==> config.mk <==
export PLATFORM = sky130hd
export DESIGN_NAME = mipsHazard
export DESIGN_NICKNAME = d
export VERILOG_FILES = /design/src/verilog/hazardPkg.sv /design/src/verilog/isaPkg.sv /design/src/verilog/destDecode.sv /design/src/verilog/issuePipe.sv /design/src/verilog/mdSequencer.sv /design/src/verilog/mdTimer.sv /design/src/verilog/mipsHazard.sv /design/src/verilog/stallCtrl.sv /design/src/verilog/useDecode.sv
export SDC_FILE = /design/constraint.sdc
export NUM_CORES = 1
export LEC_CHECK = 0
export BUFFER_PORTS_ARGS = -buffer_cell sky130_fd_sc_hd__clkbuf_2
export CAP_MARGIN = 20
export CORE_UTILIZATION = 45
export CTS_BUF_LIST = sky130_fd_sc_hd__clkbuf_16
export CTS_CLUSTER_SIZE = 8
export DETAILED_ROUTE_END_ITERATION = 8
export MAX_ROUTING_LAYER = met4
export SLEW_MARGIN = 10
export SYNTH_ARGS = -nofsm -noshare
export SYNTH_HDL_FRONTEND = slang
export SYNTH_SLANG_ARGS = --single-unit
==> constraint.sdc <==
create_clock -name clk -period 9 [get_ports clk]
set_clock_uncertainty 0.15 [all_clocks]
set_input_delay 0.45 -clock clk [delete_from_list [all_inputs] [get_ports clk]]
set_output_delay 0.45 -clock clk [all_outputs]
set_load 0.01 [all_outputs]
==> src/verilog/hazardPkg.sv <==
`default_nettype none

package hazardPkg;

	// Cycles until an operand is needed (Tuse) or produced (Tnew)
	typedef logic [1:0] stageTimeT;

	// Where an operand takes its value from
	typedef enum logic [1:0] {
		FWD_RF = 2'd0,
		FWD_M  = 2'd1,
		FWD_W  = 2'd2
	} fwdSelT;

	// Multiply/divide unit
	typedef enum logic {
		MD_IDLE = 1'b0,
		MD_BUSY = 1'b1
	} mdStateT;

endpackage

`default_nettype wire

==> src/verilog/isaPkg.sv <==
`default_nettype none

package isaPkg;

	// Primary opcodes of the supported subset
	typedef enum logic [5:0] {
		R    = 6'h00,
		J    = 6'h02,
		JAL  = 6'h03,
		BEQ  = 6'h04,
		ADDI = 6'h08,
		ANDI = 6'h0c,
		ORI  = 6'h0d,
		LUI  = 6'h0f,
		LB   = 6'h20,
		LH   = 6'h21,
		LW   = 6'h23,
		SB   = 6'h28,
		SH   = 6'h29,
		SW   = 6'h2b
	} opcodeT;

	// Function codes under opcode R
	typedef enum logic [5:0] {
		JR    = 6'h08,
		MFHI  = 6'h10,
		MTHI  = 6'h11,
		MFLO  = 6'h12,
		MTLO  = 6'h13,
		MULT  = 6'h18,
		MULTU = 6'h19,
		DIV   = 6'h1a,
		DIVU  = 6'h1b,
		ADD   = 6'h20,
		SUB   = 6'h22,
		AND   = 6'h24,
		OR    = 6'h25,
		SLT   = 6'h2a,
		SLTU  = 6'h2b
	} functT;

	// Instruction field positions
	localparam int OP_HI    = 31;
	localparam int OP_LO    = 26;
	localparam int RS_HI    = 25;
	localparam int RS_LO    = 21;
	localparam int RT_HI    = 20;
	localparam int RT_LO    = 16;
	localparam int RD_HI    = 15;
	localparam int RD_LO    = 11;
	localparam int FUNCT_HI = 5;
	localparam int FUNCT_LO = 0;

endpackage

`default_nettype wire

==> src/verilog/destDecode.sv <==
`timescale 1ns/10ps
`default_nettype none

module destDecode
	import isaPkg::*, hazardPkg::*;
#(
	parameter int stageDepth = 0
) (
	input  logic [31:0] instr,
	output logic [4:0]  dest,
	output stageTimeT   tnew
);

	opcodeT    op;
	functT     fn;
	stageTimeT tableTnew;

	assign op = opcodeT'(instr[OP_HI:OP_LO]);
	assign fn = functT'(instr[FUNCT_HI:FUNCT_LO]);

	//////////////////////////////
	// Production table, seen from execute
	//////////////////////////////
	always_comb begin
		dest      = 5'd0;
		tableTnew = 2'd0;
		case (op)
			R: begin
				case (fn)
					ADD, SUB, AND, OR, SLT, SLTU, MFHI, MFLO: begin
						dest      = instr[RD_HI:RD_LO];
						tableTnew = 2'd1;
					end
					default: ;
				endcase
			end
			ORI, ADDI, ANDI, LUI: begin
				dest      = instr[RT_HI:RT_LO];
				tableTnew = 2'd1;
			end
			LW, LB, LH: begin
				dest      = instr[RT_HI:RT_LO];
				tableTnew = 2'd2;
			end
			// Link register, known at once
			JAL: dest = 5'd31;
			default: ;
		endcase
	end

	// Each stage further down has that much less to wait
	always_comb begin
		if (int'(tableTnew) > stageDepth)
			tnew = stageTimeT'(int'(tableTnew) - stageDepth);
		else
			tnew = 2'd0;
	end

endmodule

`default_nettype wire

==> src/verilog/issuePipe.sv <==
`timescale 1ns/10ps
`default_nettype none

module issuePipe (
	input  logic        clk,
	input  logic        rstN,
	input  logic        stall,
	input  logic        instrValid,
	input  logic [31:0] instr,
	output logic [31:0] instrD,
	output logic [31:0] instrE,
	output logic [31:0] instrM,
	output logic [31:0] instrW
);

	// All-zero word travels as a nop
	localparam logic [31:0] bubble = 32'd0;

	//////////////////////////////
	// Decode and execute
	//////////////////////////////
	always_ff @(posedge clk) begin
		if (!rstN) begin
			instrD <= bubble;
			instrE <= bubble;
		end else if (stall) begin
			// Decode holds, execute gets a bubble
			instrE <= bubble;
		end else begin
			instrD <= instrValid ? instr : bubble;
			instrE <= instrD;
		end
	end

	//////////////////////////////
	// Memory and writeback never stop
	//////////////////////////////
	always_ff @(posedge clk) begin
		if (!rstN) begin
			instrM <= bubble;
			instrW <= bubble;
		end else begin
			instrM <= instrE;
			instrW <= instrM;
		end
	end

endmodule

`default_nettype wire

==> src/verilog/mdSequencer.sv <==
`timescale 1ns/10ps
`default_nettype none

module mdSequencer
	import isaPkg::*, hazardPkg::*;
#(
	parameter int multCycles = 5,
	parameter int divCycles  = 10
) (
	input  logic        clk,
	input  logic        rstN,
	input  logic [31:0] instrE,
	input  logic [31:0] instrD,
	output logic        mdStall
);

	localparam logic [3:0] multLoad = 4'(multCycles);
	localparam logic [3:0] divLoad  = 4'(divCycles);

	mdStateT    state;
	logic       startMd;
	logic       isDivE;
	logic       isMdD;
	logic       timerDone;
	logic [3:0] timerLoad;

	always_comb begin
		startMd = 1'b0;
		isDivE  = 1'b0;
		if (opcodeT'(instrE[OP_HI:OP_LO]) == R) begin
			case (functT'(instrE[FUNCT_HI:FUNCT_LO]))
				MULT, MULTU: startMd = 1'b1;
				DIV, DIVU: begin
					startMd = 1'b1;
					isDivE  = 1'b1;
				end
				default: ;
			endcase
		end
	end

	// Anything touching hi/lo waits on the unit
	always_comb begin
		isMdD = 1'b0;
		if (opcodeT'(instrD[OP_HI:OP_LO]) == R) begin
			case (functT'(instrD[FUNCT_HI:FUNCT_LO]))
				MULT, MULTU, DIV, DIVU, MFHI, MFLO, MTHI, MTLO: isMdD = 1'b1;
				default: ;
			endcase
		end
	end

	assign timerLoad = isDivE ? divLoad : multLoad;

	mdTimer uTimer (
		.clk       (clk),
		.rstN      (rstN),
		.load      (startMd),
		.loadValue (timerLoad),
		.done      (timerDone)
	);

	always_ff @(posedge clk) begin
		if (!rstN)
			state <= MD_IDLE;
		else if (startMd)
			state <= MD_BUSY;
		else if (timerDone)
			state <= MD_IDLE;
	end

	assign mdStall = isMdD && (state == MD_BUSY || startMd);

endmodule

`default_nettype wire

==> src/verilog/mdTimer.sv <==
`timescale 1ns/10ps
`default_nettype none

module mdTimer (
	input  logic       clk,
	input  logic       rstN,
	input  logic       load,
	input  logic [3:0] loadValue,
	output logic       done
);

	logic [3:0] count;

	always_ff @(posedge clk) begin
		if (!rstN)
			count <= 4'd0;
		else if (load)
			count <= loadValue;
		else if (count != 4'd0)
			count <= count - 4'd1;
	end

	// Last busy cycle
	assign done = (count == 4'd1);

endmodule

`default_nettype wire

==> src/verilog/mipsHazard.sv <==
`timescale 1ns/10ps
`default_nettype none

module mipsHazard
	import hazardPkg::*;
#(
	parameter int multCycles = 5,
	parameter int divCycles  = 10
) (
	input  logic        clk,
	input  logic        rstN,
	input  logic        instrValid,
	input  logic [31:0] instr,
	output logic        instrReady,
	output logic        stall,
	output fwdSelT      fwdRsD,
	output fwdSelT      fwdRtD,
	output fwdSelT      fwdRsE,
	output fwdSelT      fwdRtE
);

	logic [31:0] instrD;
	logic [31:0] instrE;
	logic [31:0] instrM;
	logic [31:0] instrW;
	logic [4:0]  rsD;
	logic [4:0]  rtD;
	stageTimeT   tuseRs;
	stageTimeT   tuseRt;
	logic        useRs;
	logic        useRt;
	logic [4:0]  destE;
	logic [4:0]  destM;
	logic [4:0]  destW;
	stageTimeT   tnewE;
	stageTimeT   tnewM;
	logic        mdStall;

	//////////////////////////////
	// Shadow pipeline
	//////////////////////////////
	issuePipe uIssuePipe (
		.clk        (clk),
		.rstN       (rstN),
		.stall      (stall),
		.instrValid (instrValid),
		.instr      (instr),
		.instrD     (instrD),
		.instrE     (instrE),
		.instrM     (instrM),
		.instrW     (instrW)
	);

	assign instrReady = !stall;

	//////////////////////////////
	// Need and production times
	//////////////////////////////
	useDecode uUseDecode (
		.instrD (instrD),
		.rsD    (rsD),
		.rtD    (rtD),
		.tuseRs (tuseRs),
		.tuseRt (tuseRt),
		.useRs  (useRs),
		.useRt  (useRt)
	);

	destDecode #(.stageDepth(0)) uDestE (
		.instr (instrE),
		.dest  (destE),
		.tnew  (tnewE)
	);

	destDecode #(.stageDepth(1)) uDestM (
		.instr (instrM),
		.dest  (destM),
		.tnew  (tnewM)
	);

	// Everything in writeback is ready
	destDecode #(.stageDepth(2)) uDestW (
		.instr (instrW),
		.dest  (destW),
		.tnew  ()
	);

	mdSequencer #(
		.multCycles (multCycles),
		.divCycles  (divCycles)
	) uMdSequencer (
		.clk     (clk),
		.rstN    (rstN),
		.instrE  (instrE),
		.instrD  (instrD),
		.mdStall (mdStall)
	);

	stallCtrl uStallCtrl (
		.rsD     (rsD),
		.rtD     (rtD),
		.tuseRs  (tuseRs),
		.tuseRt  (tuseRt),
		.useRs   (useRs),
		.useRt   (useRt),
		.instrE  (instrE),
		.destE   (destE),
		.destM   (destM),
		.destW   (destW),
		.tnewE   (tnewE),
		.tnewM   (tnewM),
		.mdStall (mdStall),
		.stall   (stall),
		.fwdRsD  (fwdRsD),
		.fwdRtD  (fwdRtD),
		.fwdRsE  (fwdRsE),
		.fwdRtE  (fwdRtE)
	);

endmodule

`default_nettype wire

==> src/verilog/stallCtrl.sv <==
`timescale 1ns/10ps
`default_nettype none

module stallCtrl
	import isaPkg::*, hazardPkg::*;
(
	input  logic [4:0]  rsD,
	input  logic [4:0]  rtD,
	input  stageTimeT   tuseRs,
	input  stageTimeT   tuseRt,
	input  logic        useRs,
	input  logic        useRt,
	input  logic [31:0] instrE,
	input  logic [4:0]  destE,
	input  logic [4:0]  destM,
	input  logic [4:0]  destW,
	input  stageTimeT   tnewE,
	input  stageTimeT   tnewM,
	input  logic        mdStall,
	output logic        stall,
	output fwdSelT      fwdRsD,
	output fwdSelT      fwdRtD,
	output fwdSelT      fwdRsE,
	output fwdSelT      fwdRtE
);

	logic stallRs;
	logic stallRt;

	// Pending value in E or M that arrives too late
	function automatic logic late(logic used, logic [4:0] src, stageTimeT tuse);
		late = used && src != 5'd0 &&
			((src == destE && tnewE > tuse) || (src == destM && tnewM > tuse));
	endfunction

	// Nearest ready producer wins, register 0 stays on the file
	function automatic fwdSelT pick(logic [4:0] src);
		if (src != 5'd0 && src == destM && tnewM == 2'd0)
			pick = FWD_M;
		else if (src != 5'd0 && src == destW)
			pick = FWD_W;
		else
			pick = FWD_RF;
	endfunction

	assign stallRs = late(useRs, rsD, tuseRs);
	assign stallRt = late(useRt, rtD, tuseRt);
	assign stall   = stallRs || stallRt || mdStall;

	assign fwdRsD = pick(rsD);
	assign fwdRtD = pick(rtD);
	assign fwdRsE = pick(instrE[RS_HI:RS_LO]);
	assign fwdRtE = pick(instrE[RT_HI:RT_LO]);

endmodule

`default_nettype wire

==> src/verilog/useDecode.sv <==
`timescale 1ns/10ps
`default_nettype none

module useDecode
	import isaPkg::*, hazardPkg::*;
(
	input  logic [31:0] instrD,
	output logic [4:0]  rsD,
	output logic [4:0]  rtD,
	output stageTimeT   tuseRs,
	output stageTimeT   tuseRt,
	output logic        useRs,
	output logic        useRt
);

	opcodeT op;
	functT  fn;

	assign op  = opcodeT'(instrD[OP_HI:OP_LO]);
	assign fn  = functT'(instrD[FUNCT_HI:FUNCT_LO]);
	assign rsD = instrD[RS_HI:RS_LO];
	assign rtD = instrD[RT_HI:RT_LO];

	always_comb begin
		// Most sources are needed one cycle after decode
		useRs  = 1'b0;
		useRt  = 1'b0;
		tuseRs = 2'd1;
		tuseRt = 2'd1;
		case (op)
			R: begin
				case (fn)
					ADD, SUB, AND, OR, SLT, SLTU,
					MULT, MULTU, DIV, DIVU: begin
						useRs = 1'b1;
						useRt = 1'b1;
					end
					MTHI, MTLO: useRs = 1'b1;
					JR: begin
						useRs  = 1'b1;
						tuseRs = 2'd0;
					end
					default: ;
				endcase
			end
			ORI, ADDI, ANDI, LW, LB, LH: useRs = 1'b1;
			SW, SB, SH: begin
				// Store data is only needed in memory
				useRs  = 1'b1;
				useRt  = 1'b1;
				tuseRt = 2'd2;
			end
			BEQ: begin
				useRs  = 1'b1;
				useRt  = 1'b1;
				tuseRs = 2'd0;
				tuseRt = 2'd0;
			end
			default: ;
		endcase
	end

endmodule

`default_nettype wire
======== Word-level counts from Yosys, hierarchy flattened ========
Cells that the tools add are included.
storage, ports and cells
  register bits ........................... 133
  word-level logic and storage cells ...... 200
cells by class
  equality and inequality tests ........... 88
  add/subtract/negate cells ............... 2
  reductions and logical operators ........ 58
  multiplexer cells ....................... 39
  bitwise gates (word level) .............. 1
  $lt $le $gt $ge ......................... 6
operators by type and width
  kind                number
  $eq 6x6->1 const B  39
  $eq 6x5->1 const B  18
  $eq 6x4->1 const B  16
  $eq 5x5->1          10
  $pmux 5 s3          3
  $mux 32             1
  $reduce_or 8->1     4
  $logic_not 6->1     4
  $logic_and 1x1->1   21
  $reduce_or 7->1     3
  $mux 2              10
  $reduce_bool 5->1   4
  $reduce_or 10->1    2
  $eq 6x2->1 const B  3
  $reduce_or 4->1     4
  $mux 5              3
  $mux 1              13
  $reduce_or 13->1    1
  $mux 4              3
  $pmux 2 s3          2
  $reduce_or 3->1     3
  $gt 2x2->1          4
  $pmux 2 s2          2
  $eq 6x3->1 const B  1
  other kinds (12)    20

======== Logic depth before layout (Yosys ltp) ========
Gate-level depths: netlist of run 1.
  depth in word-level cells ............... 13
  depth in mapped cells ................... 16
  depth with buffers taken out ............ 14

======== Modules after synthesis ========
A second synthesis of run 1 with hierarchy kept.
unflattened totals
  cell total of the unflattened synthesis .. 653
  area, all modules ....................... 6,169.7 um^2
by module, submodules not included
  module                times used  cells each  area each (um^2)  seq. area each (um^2)
  issuePipe             1           346         3,849.9           2,562.5
  stallCtrl             1           110         859.6             0.0
  useDecode             1           48          337.8             0.0
  destDecode at uDestE  1           50          329.1             0.0
  mdTimer               1           27          251.5             80.1
  destDecode at uDestM  1           36          227.7             0.0
  destDecode at uDestW  1           23          187.7             0.0
  mdSequencer           1           12          122.6             20.0
  mipsHazard            1           1           3.8               0.0

======== Worst setup path after synthesis of run 1 ========
Ideal clock, no wire load.
  path type ............................... flip-flop to output port
  from .................................... register uIssuePipe.instrE[2]
  to ...................................... output stall
  stages on the path, launching flop included .. 17
  required time ........................... 8.400 ns
  path buffers ............................ 2
  data arrival time ....................... 2.867 ns
  path slack .............................. 5.533 ns
  path through ............................ dfxtp_1 nor3b_2 nor3b_1 nor2_1 nor2_1 o21ai_0 a211o_1 ha_1 nor2_1 o221ai_1 nor3b_1 a31oi_1 o41ai_2 a211oi_2 buf_6 buf_12 inv_1
between the ends
  longest elaborated chain between the ends .. 12
  elaborated cells on any way between the ends .. 36
  classes of those cells .................. 3 x order compare; 14 x eq/ne; 7 x mux; 12 x reduce/logical
ends and longest elaborated chain
  element                                          line              RTL
  start, declared                                  issuePipe.sv:11   output logic [31:0] instrE,
  start signal, assigned                           issuePipe.sv:25   instrE <= bubble;
  start signal, assigned                           issuePipe.sv:28   instrE <= bubble;
  start signal, assigned                           issuePipe.sv:31   instrE <= instrD;
  $eq 6x6->1 / $eq 6x5->1 (equally long branches)  destDecode.sv:29  case (fn)
  $reduce_or 8->1                                  destDecode.sv:29
  $mux 1                                           destDecode.sv:29
  $pmux 2 s3                                       destDecode.sv:27  case (op)
  $gt 2x1->1                                       destDecode.sv:53  if (int'(tableTnew) > stageDepth)
  $mux 2                                           destDecode.sv:53
  $gt 2x2->1                                       stallCtrl.sv:33   ((src == destE && tnewE > tuse) || (src == destM && tnewM > tuse));
  $logic_and 1x1->1                                stallCtrl.sv:33
  $logic_or 1x1->1                                 stallCtrl.sv:33
  $logic_and 1x1->1                                stallCtrl.sv:32   late = used && src != 5'd0 &&
  $logic_or 1x1->1                                 stallCtrl.sv:48   assign stall = stallRs || stallRt || mdStall;
  $logic_or 1x1->1 (*)                             stallCtrl.sv:48
  end, declared                                    mipsHazard.sv:15  output logic stall,
Every way passes the cells marked *; elsewhere a longest branch is shown, timed or not.

======== Final worst setup path of run 1 ========
  from .................................... register uIssuePipe.instrE[2]
  to ...................................... output instrReady
between the ends
  longest elaborated chain between the ends .. 13
  elaborated cells on any way between the ends .. 37
  classes of those cells .................. 3 x order compare; 14 x eq/ne; 7 x mux; 13 x reduce/logical
ends and longest elaborated chain
  element                                          line              RTL
  $eq 6x6->1 / $eq 6x5->1 (equally long branches)  destDecode.sv:29
  $reduce_or 8->1                                  destDecode.sv:29
  $mux 1                                           destDecode.sv:29
  $pmux 2 s3                                       destDecode.sv:27
  $gt 2x1->1                                       destDecode.sv:53
  $mux 2                                           destDecode.sv:53
  $gt 2x2->1                                       stallCtrl.sv:33
  $logic_and 1x1->1                                stallCtrl.sv:33
  $logic_or 1x1->1                                 stallCtrl.sv:33
  $logic_and 1x1->1                                stallCtrl.sv:32
  $logic_or 1x1->1                                 stallCtrl.sv:48
  $logic_or 1x1->1 (*)                             stallCtrl.sv:48
  $logic_not 1->1 (*)                              mipsHazard.sv:54  assign instrReady = !stall;
  end, declared                                    mipsHazard.sv:14  output logic instrReady,
Marked as above.

==> results.md, run 1 <==
- Status: finished, final reports clean
- Final Setup Violations: 0
- Synth unique cells: 68
- Tmin final: 4.50 ns
- Final Hold Viols: 0
- Largest area contributor in the netlist: dfxtp_1
- Layout cell share with drive strength beyond 1: 0.129
- N_diodes: 0
- Setup TNS: 0 ns
- Share of Yosys cell area claimed by the top area cell type: 0.401
- Pin count of the biggest net entering global routing: 97
- Die Y: 109 µm
- Tcrit/Tclk final: 0.500
- Met3 GRT Util: 0.0269
- Initial antenna violation count: 0
- Unrepaired setup endpoints after global routing: no
- CP top delay family: simple AND/OR/NAND/NOR gates
- Max-cap violations: 0
- Mapped Nets: 600
- Iter 0 DRT Violations: 220
- Endpoint class of the critical path: output port
- Routed Antenna Nets: 0
- CP max stage delay: 0.68 ns
- Row cnt: 38
- Synth Register Bits: 103
- Post-layout net count: 627
- Cell count after synthesis: 557
- Root buf cell: clkbuf_16
- TritonRoute pass-1 iters: 4
- Post-CTS Hold Buffers: 0
- Vias per Instance: between 5 and 6
- CTS tree: done
- DRC violations left: 0
- Yosys Warn Count: 0
- Arrival time at the worst endpoint: between 3 and 4 ns
- Crit path buf inv count: 2
- Util after Layout: 0.521
- CP max FO: 28
- Slew Limit Fails: 0
- Vias in the first global route: 3687
- Initial Util: 0.468
- CTS buffer count: 9
- Synth Flop Type: dfxtp_1
- EDFF count, synth: 0
- # Post-CTS Setup Buffers: 0
- Post-route insts no fill: ~730
- Top cells by area, synth: dfxtp_1 (40%), and2_1 (8.8%), mux2i_1 (5.8%)
- CP max stage cell: nor3b_1
- Post-CTS Resized: 0
- Clk sinks: about 100
- Leakage: 2.48 nW
- Routed via count: 3885
- Overflow left after global routing: 0
- Synth Cell Area: 0.00514 mm²
- Global-route wire length before repair: 18400 µm
- Most common cell in the netlist: dfxtp_1
- Final setup margin: 4.50 ns
- Clock H-tree levels: 3
- Startpoint types: register
- Met2 Use GR: 0.319
- Routability Congestion: around 0.91
- Most used cell along the critical path: nor2_1
- Clk slew on worst S/H paths: roughly 0.060 ns
- Final wirelength: 10900 µm
- Synthesis-to-layout area growth: 11.3%
- Clock Path Buffers: 2
- WL/cell: 15.0 µm
- CP Data Required Time: 8.40 ns
- Rel. slew slack: 0.473
- I/O pin cnt: 45
- GRT Max-Usage Layer: met2
- Die width: between 100 and 150 µm
- Port buffer count: 39
- Sequential fraction of the synthesis area: 0.401
- DP Worst Slack: 4.87 ns
- Async S/R FF share, synth: 0
- Full die area: 0.0119 mm²
- DP HPWL: roughly 8000 µm
- Final hold slack: roughly 0.2 ns
- Crit path cell chain: nor3b_2 -> nor3b_1 -> nor2_1 -> nor2_1 -> o21ai_0 -> a211o_1 -> ha_1 -> nor2_1 -> o221ai_1 -> nor3b_1 -> a31oi_1 -> o41ai_2 -> a211oi_4 -> buf_4 -> clkbuf_2
- HP Class: input port to register
- Cell count after placement: 712
- Power per cell area: around 180 mW/mm²
- Core Area: 0.0110 mm²
- Least-Margin Pin Slew: 0.789 ns
- Clock network latency to the later pin of the worst-skew pair: between 0.3 and 0.4 ns
- Post-synth top cells: dfxtp_1 (103), and2_1 (72), nand2_1 (37), nand3_1 (36), xnor2_1 (31)
- Fmax: 0.222 GHz
- GR met1 Demand/Resource: 0.267
- Syn Area/Cell: 9.23 µm²
- Max rail drop VDD: 0.0750 mV
- Critical path class: register to output port
- Gr usage total: 0.207
[flip-flops by register name, indices dropped and copies added, names as in the netlist]
name                       cells
uIssuePipe.instrD             27
uIssuePipe.instrE             27
uIssuePipe.instrM             22
uIssuePipe.instrW             22
uMdSequencer.state             1
uMdSequencer.uTimer.count      4
[routing by layer]
| metal | wire, µm | part of all wire |
|---|---|---|
| met1 | 5350 | 0.49 |
| met2 | 4860 | 0.45 |
| met3 | 423 | 0.039 |
| met4 | 281 | 0.026 |
| met5 | 0 | 0 |
[cells by family after synthesis]
family	Yosys count	synth area share
compound gates	67	0.107
xor+xnor	40	0.0681
fa+ha+maj	8	0.0195
buf+inv	45	0.0421
flops	103	0.401
mux	30	0.0584
other cells	1	0.000729
simple gates	263	0.304
[through the flow]
step	instance area, µm²	power [mW]
after global placement	5400	0.657
after global routing	5720	1.11
final	5720	1.06
after floorplan	5140	0.626
after detailed placement	5400	0.663
after CTS	5710	1.07
[cell type report]
class / instances / area, µm²
Clock buffer: 9 / 225
Tap cell: 140 / 175
Multi-Input combinational cell: 409 / 2870
Timing Repair Buffer: 45 / 244
Inverter: 16 / 60.1
Fill cell: 1036 / 5260
Sequential cell: 103 / 2060
Clock inverter: 7 / 86.3
[where the power goes]
part / switching, mW / leakage [nW] / total, mW / internal [mW]
combinational: 0.0815 / 1.48 / 0.151 / 0.0700
sequential: 0.0247 / 0.838 / 0.503 / 0.478
clock: 0.161 / 0.158 / 0.403 / 0.242
total: 0.268 / 2.48 / 1.06 / 0.790
[cells in the final DEF, fill, tap and decap left out, types with 10 or more instances in the layout]
cell type | synthesis | final
dfxtp_1 | 103 | 103
and2_1 | 72 | 72
clkbuf_2 | 0 | 39
nand2_1 | 37 | 37
nand3_1 | 36 | 36
xnor2_1 | 31 | 31
mux2i_1 | 30 | 30
nor2_1 | 19 | 19
inv_1 | 16 | 17
nor2b_1 | 11 | 11
nor4_1 | 11 | 11
nor3_1 | 10 | 10
[path summary, 6_finish.rpt]
check	slack, ns	from	cells past startpoint	end
worst max-delay path	4.50	uIssuePipe.instrE[2]$_SDFF_PP0_	15	instrReady
worst min-delay path	0.20	instr[30]	2	uIssuePipe.instrD[30]$_SDFFE_PN0N_
worst max register to register	5.19	uIssuePipe.instrE[2]$_SDFF_PP0_	15	uIssuePipe.instrD[30]$_SDFFE_PN0N_
worst min register to register	0.30	uIssuePipe.instrD[15]$_SDFFE_PN0N_	2	uIssuePipe.instrD[15]$_SDFFE_PN0N_
Note: power is estimated with default switching activity, not from simulation.
==> run 2: changes to the inputs <==
--- a/config.mk
+++ b/config.mk
@@ -12,6 +12,7 @@
 export CTS_CLUSTER_SIZE = 8
 export DETAILED_ROUTE_END_ITERATION = 8
 export MAX_ROUTING_LAYER = met4
+export PLACE_DENSITY = 0.65
 export SLEW_MARGIN = 10
 export SYNTH_ARGS = -nofsm -noshare
 export SYNTH_HDL_FRONTEND = slang
==> constraint.sdc (replaced) <==
create_clock -name clk -period 3.6 [get_ports clk]
set_clock_uncertainty 0.15 [all_clocks]
set_input_delay 0.18 -clock clk [delete_from_list [all_inputs] [get_ports clk]]
set_output_delay 0.18 -clock clk [all_outputs]
set_load 0.01 [all_outputs]
==> run 2 against run 1 <==
  * Final cell count grew 5.6%
  * Clock power grew 150%
  * First-iteration DRC count grew 19%
  * Flip-flop and latch count is the same
  * Register-to-register slack lost 4.9 ns
  * Non-clock buffer count grew 41
  * Setup slack lost 4.4 ns
  * Sequential power grew 150%
  * Critical endpoint is now stall
==> results.md, run 2 (same netlist as run 1, synthesis figures left out) <==
- Full die area: 0.0119 mm² (unchanged)
- DRC violations left: 0 (unchanged)
- WL met1: 5390 µm (+0.75%)
- DP Worst Slack: -0.0683 ns (-4.94 ns)
- Fillcell total: 940 (-9.3%)
- Switch share: 0.253 (about the same)
- Final Hold Viols: 0 (unchanged)
- Clk slew on worst S/H paths: 0.06 ns (about the same)
- Final wirelength: 11700 µm (+6.9%)
- Final Setup Violations: 0 (unchanged)
- HP Class: input port to register
- Routed Antenna Nets: 0 (unchanged)
- Power per cell area: 434 mW/mm² (+130%)
- Critical path class: register to output port
- Met2 WL: 5620 µm (+16%)
- Global-route wire length before repair: 19300 µm (+5.1%)
- CTS tree: done
- CP max FO: 4 (-86%)
- Routed via count: 4217 (+8.5%)
- Leakage: 2.69 nW (+8.4%)
- Clk sinks: 103 (unchanged)
- Layout cell share with drive strength beyond 1: 0.159 (+0.0297)
- Tcrit/Tclk final: 0.965
- Die Y: 109 µm (unchanged)
- Root buf cell: clkbuf_16
- Port buffer count: 39 (unchanged)
- Initial antenna violation count: 0 (unchanged)
- Routability Congestion: 0.886 (-2.4%)
- TritonRoute pass-1 iters: 5 (+1)
- Max-cap violations: 0 (unchanged)
- Die width: 109 µm (unchanged)
- Tot Pwr: 2.69 mW (+150%)
- Final setup margin: 0.125 ns (-4.37 ns)
- I/O pin cnt: 45 (unchanged)
- Fmax: approximately 0.29 GHz
- Iter 0 DRT Violations: 262 (+19%)
- Startpoint types: register
- Synthesis-to-layout area growth: 20.5%
- Vias in the first global route: 4046 (+9.7%)
- CP Data Required Time: 3.27 ns (-5.13 ns)
- Core Area: 0.0110 mm² (unchanged)
- Least-Margin Pin Slew: 1.06 ns (+0.267 ns)
- Overflow left after global routing: 0 (unchanged)
- Most frequent cells in the layout: dfxtp_1 (99), and2_1 (72), clkbuf_2 (38)
- Gr usage total: 0.218 (+0.0101)
- Internal power: 2.01 mW (+150%)
- Sw Pwr: 0.681 mW (+150%)
- Clock H-tree levels: 3 (unchanged)
- Unrepaired setup endpoints after global routing: yes
- Status: finished, final reports clean
- Pin count of the biggest net entering global routing: 96 (-1.0%)
- Max rail drop VDD: 0.251 mV (+240%)
- Rel. slew slack: 0.296 (-0.177)
- Clock Path Buffers: 2 (unchanged)
- DP HPWL: 8100 µm (-0.87%)
- Met3 WL: 427 µm (+0.95%)
- Arrival time at the worst endpoint: 3.14 ns (-0.76 ns)
- N_diodes: 0 (unchanged)
- Initial Util: 0.468 (unchanged)
- Biggest registers after layout: uIssuePipe.instrD (27), uIssuePipe.instrE (27)
- Clk pwr share: 0.371 (-0.010)
- Slew Limit Fails: 0 (unchanged)
- Reg power frac: 0.466 (-0.010)
- Clock network latency to the later pin of the worst-skew pair: 0.34 ns (about the same)
- Combinational power share: 0.163 (+0.020)
- Vias per Instance: 5.48 (+2.8%)
- Row cnt: 38 (unchanged)
- Tmin final: between 3 and 4 ns
- Endpoint class of the critical path: output port
- CTS buffer count: 9 (unchanged)
- Commonest non-fill, non-tap cell in the layout: dfxtp_1
- Top Metal Used: met4
- WL/cell: 15.1 µm (+1.2%)
- Post-layout net count: 668 (+6.5%)
-- run 2: cell count changes in the layout (fill, tap and decap cells not counted), sizes merged --
cell	change
inv	+1
clkinv	-2
buf	+15
clkbuf	-1
dlygate4sd3	+27
clkinvlp	+1
-- run 2: worst paths after layout --
kind | start | to | slack (ns) | cells after the start
worst max-delay path | uIssuePipe.instrE[2]$_SDFF_PP0_ | stall | 0.13 | 16
worst min-delay path | rstN | uIssuePipe.instrM[29]$_SDFF_PN0_ | 0.12 | 3
worst max register to register | uIssuePipe.instrE[2]$_SDFF_PP0_ | uIssuePipe.instrD[5]$_SDFFE_PN0N_ | 0.28 | 16
worst min register to register | uIssuePipe.instrD[13]$_SDFFE_PN0N_ | uIssuePipe.instrE[13]$_SDFF_PP0_ | 0.31 | 1
-- run 2: power by group through the flow --
stage / sequential (mW) / combinational [mW] / clock, mW
finish: 1.25 / 0.437 / 0.998
global route: 1.26 / 0.488 / 1.07
CTS: 1.25 / 0.426 / 1.03
detailed placement: 1.28 / 0.392 / 0
global placement: 1.27 / 0.375 / 0
floorplan: 1.26 / 0.309 / 0
-- run 2: metrics by stage --
step / hold WS (ns) / setup TNS [ns] / cells / cell area (µm²) / utilization
5_1_grt: 0.141 / -0.205 / 770 / 6200 / 0.564
3_3_place_gp: 0.271 / 0 / 720 / 5470 / 0.498
2_1_floorplan: 0.183 / 0 / 557 / 5140 / -
3_5_place_dp: 0.270 / -1.08 / 720 / 5470 / 0.498
4_1_cts: 0.109 / 0 / 767 / 6130 / 0.558
6_report: 0.122 / 0 / 770 / 6200 / 0.564
-- run 2: routing by layer --
layer | global-route usage | vias up
met2 | 0.357 | 100
met1 | 0.265 | 1996
met5 | - | -
li1 | - | 2100
met3 | 0.0365 | 21
met4 | 0.0859 | 0
-- run 2: worst max-delay path, stage by stage (launching register included) --
cell	delay, ns
dfxtp_4	0.36
nor3b_4	0.20
nor3b_4	0.22
nor2_1	0.07
nor2_1	0.09
o21ai_1	0.06
a211o_1	0.32
ha_1	0.28
nor2_1	0.05
o221ai_2	0.14
nor3b_2	0.07
a31oi_2	0.24
o41ai_4	0.14
a211oi_4	0.26
buf_12	0.15
inv_1	0.04
clkbuf_2	0.12
-- run 2: timing repair --
item,in CTS,in global routing
pin swaps,3,7
cloned,1,0
setup buffers,3,4
endpoints found under the hold margin,27,0
hold buffers,27,0
endpoints found under the setup margin,30,30
resized for setup,6,14
-- run 2: area by class of cell --
cell class / instances / area (µm²) / share of cell area
Clock inverter: 7 / 87.6 / 0.0141
Multi-Input combinational cell: 409 / 2950 / 0.476
Clock buffer: 9 / 225 / 0.0363
Timing Repair Buffer: 86 / 632 / 0.102
Tap cell: 140 / 175 / 0.0283
Inverter: 16 / 60.1 / 0.00969
Sequential cell: 103 / 2070 / 0.334
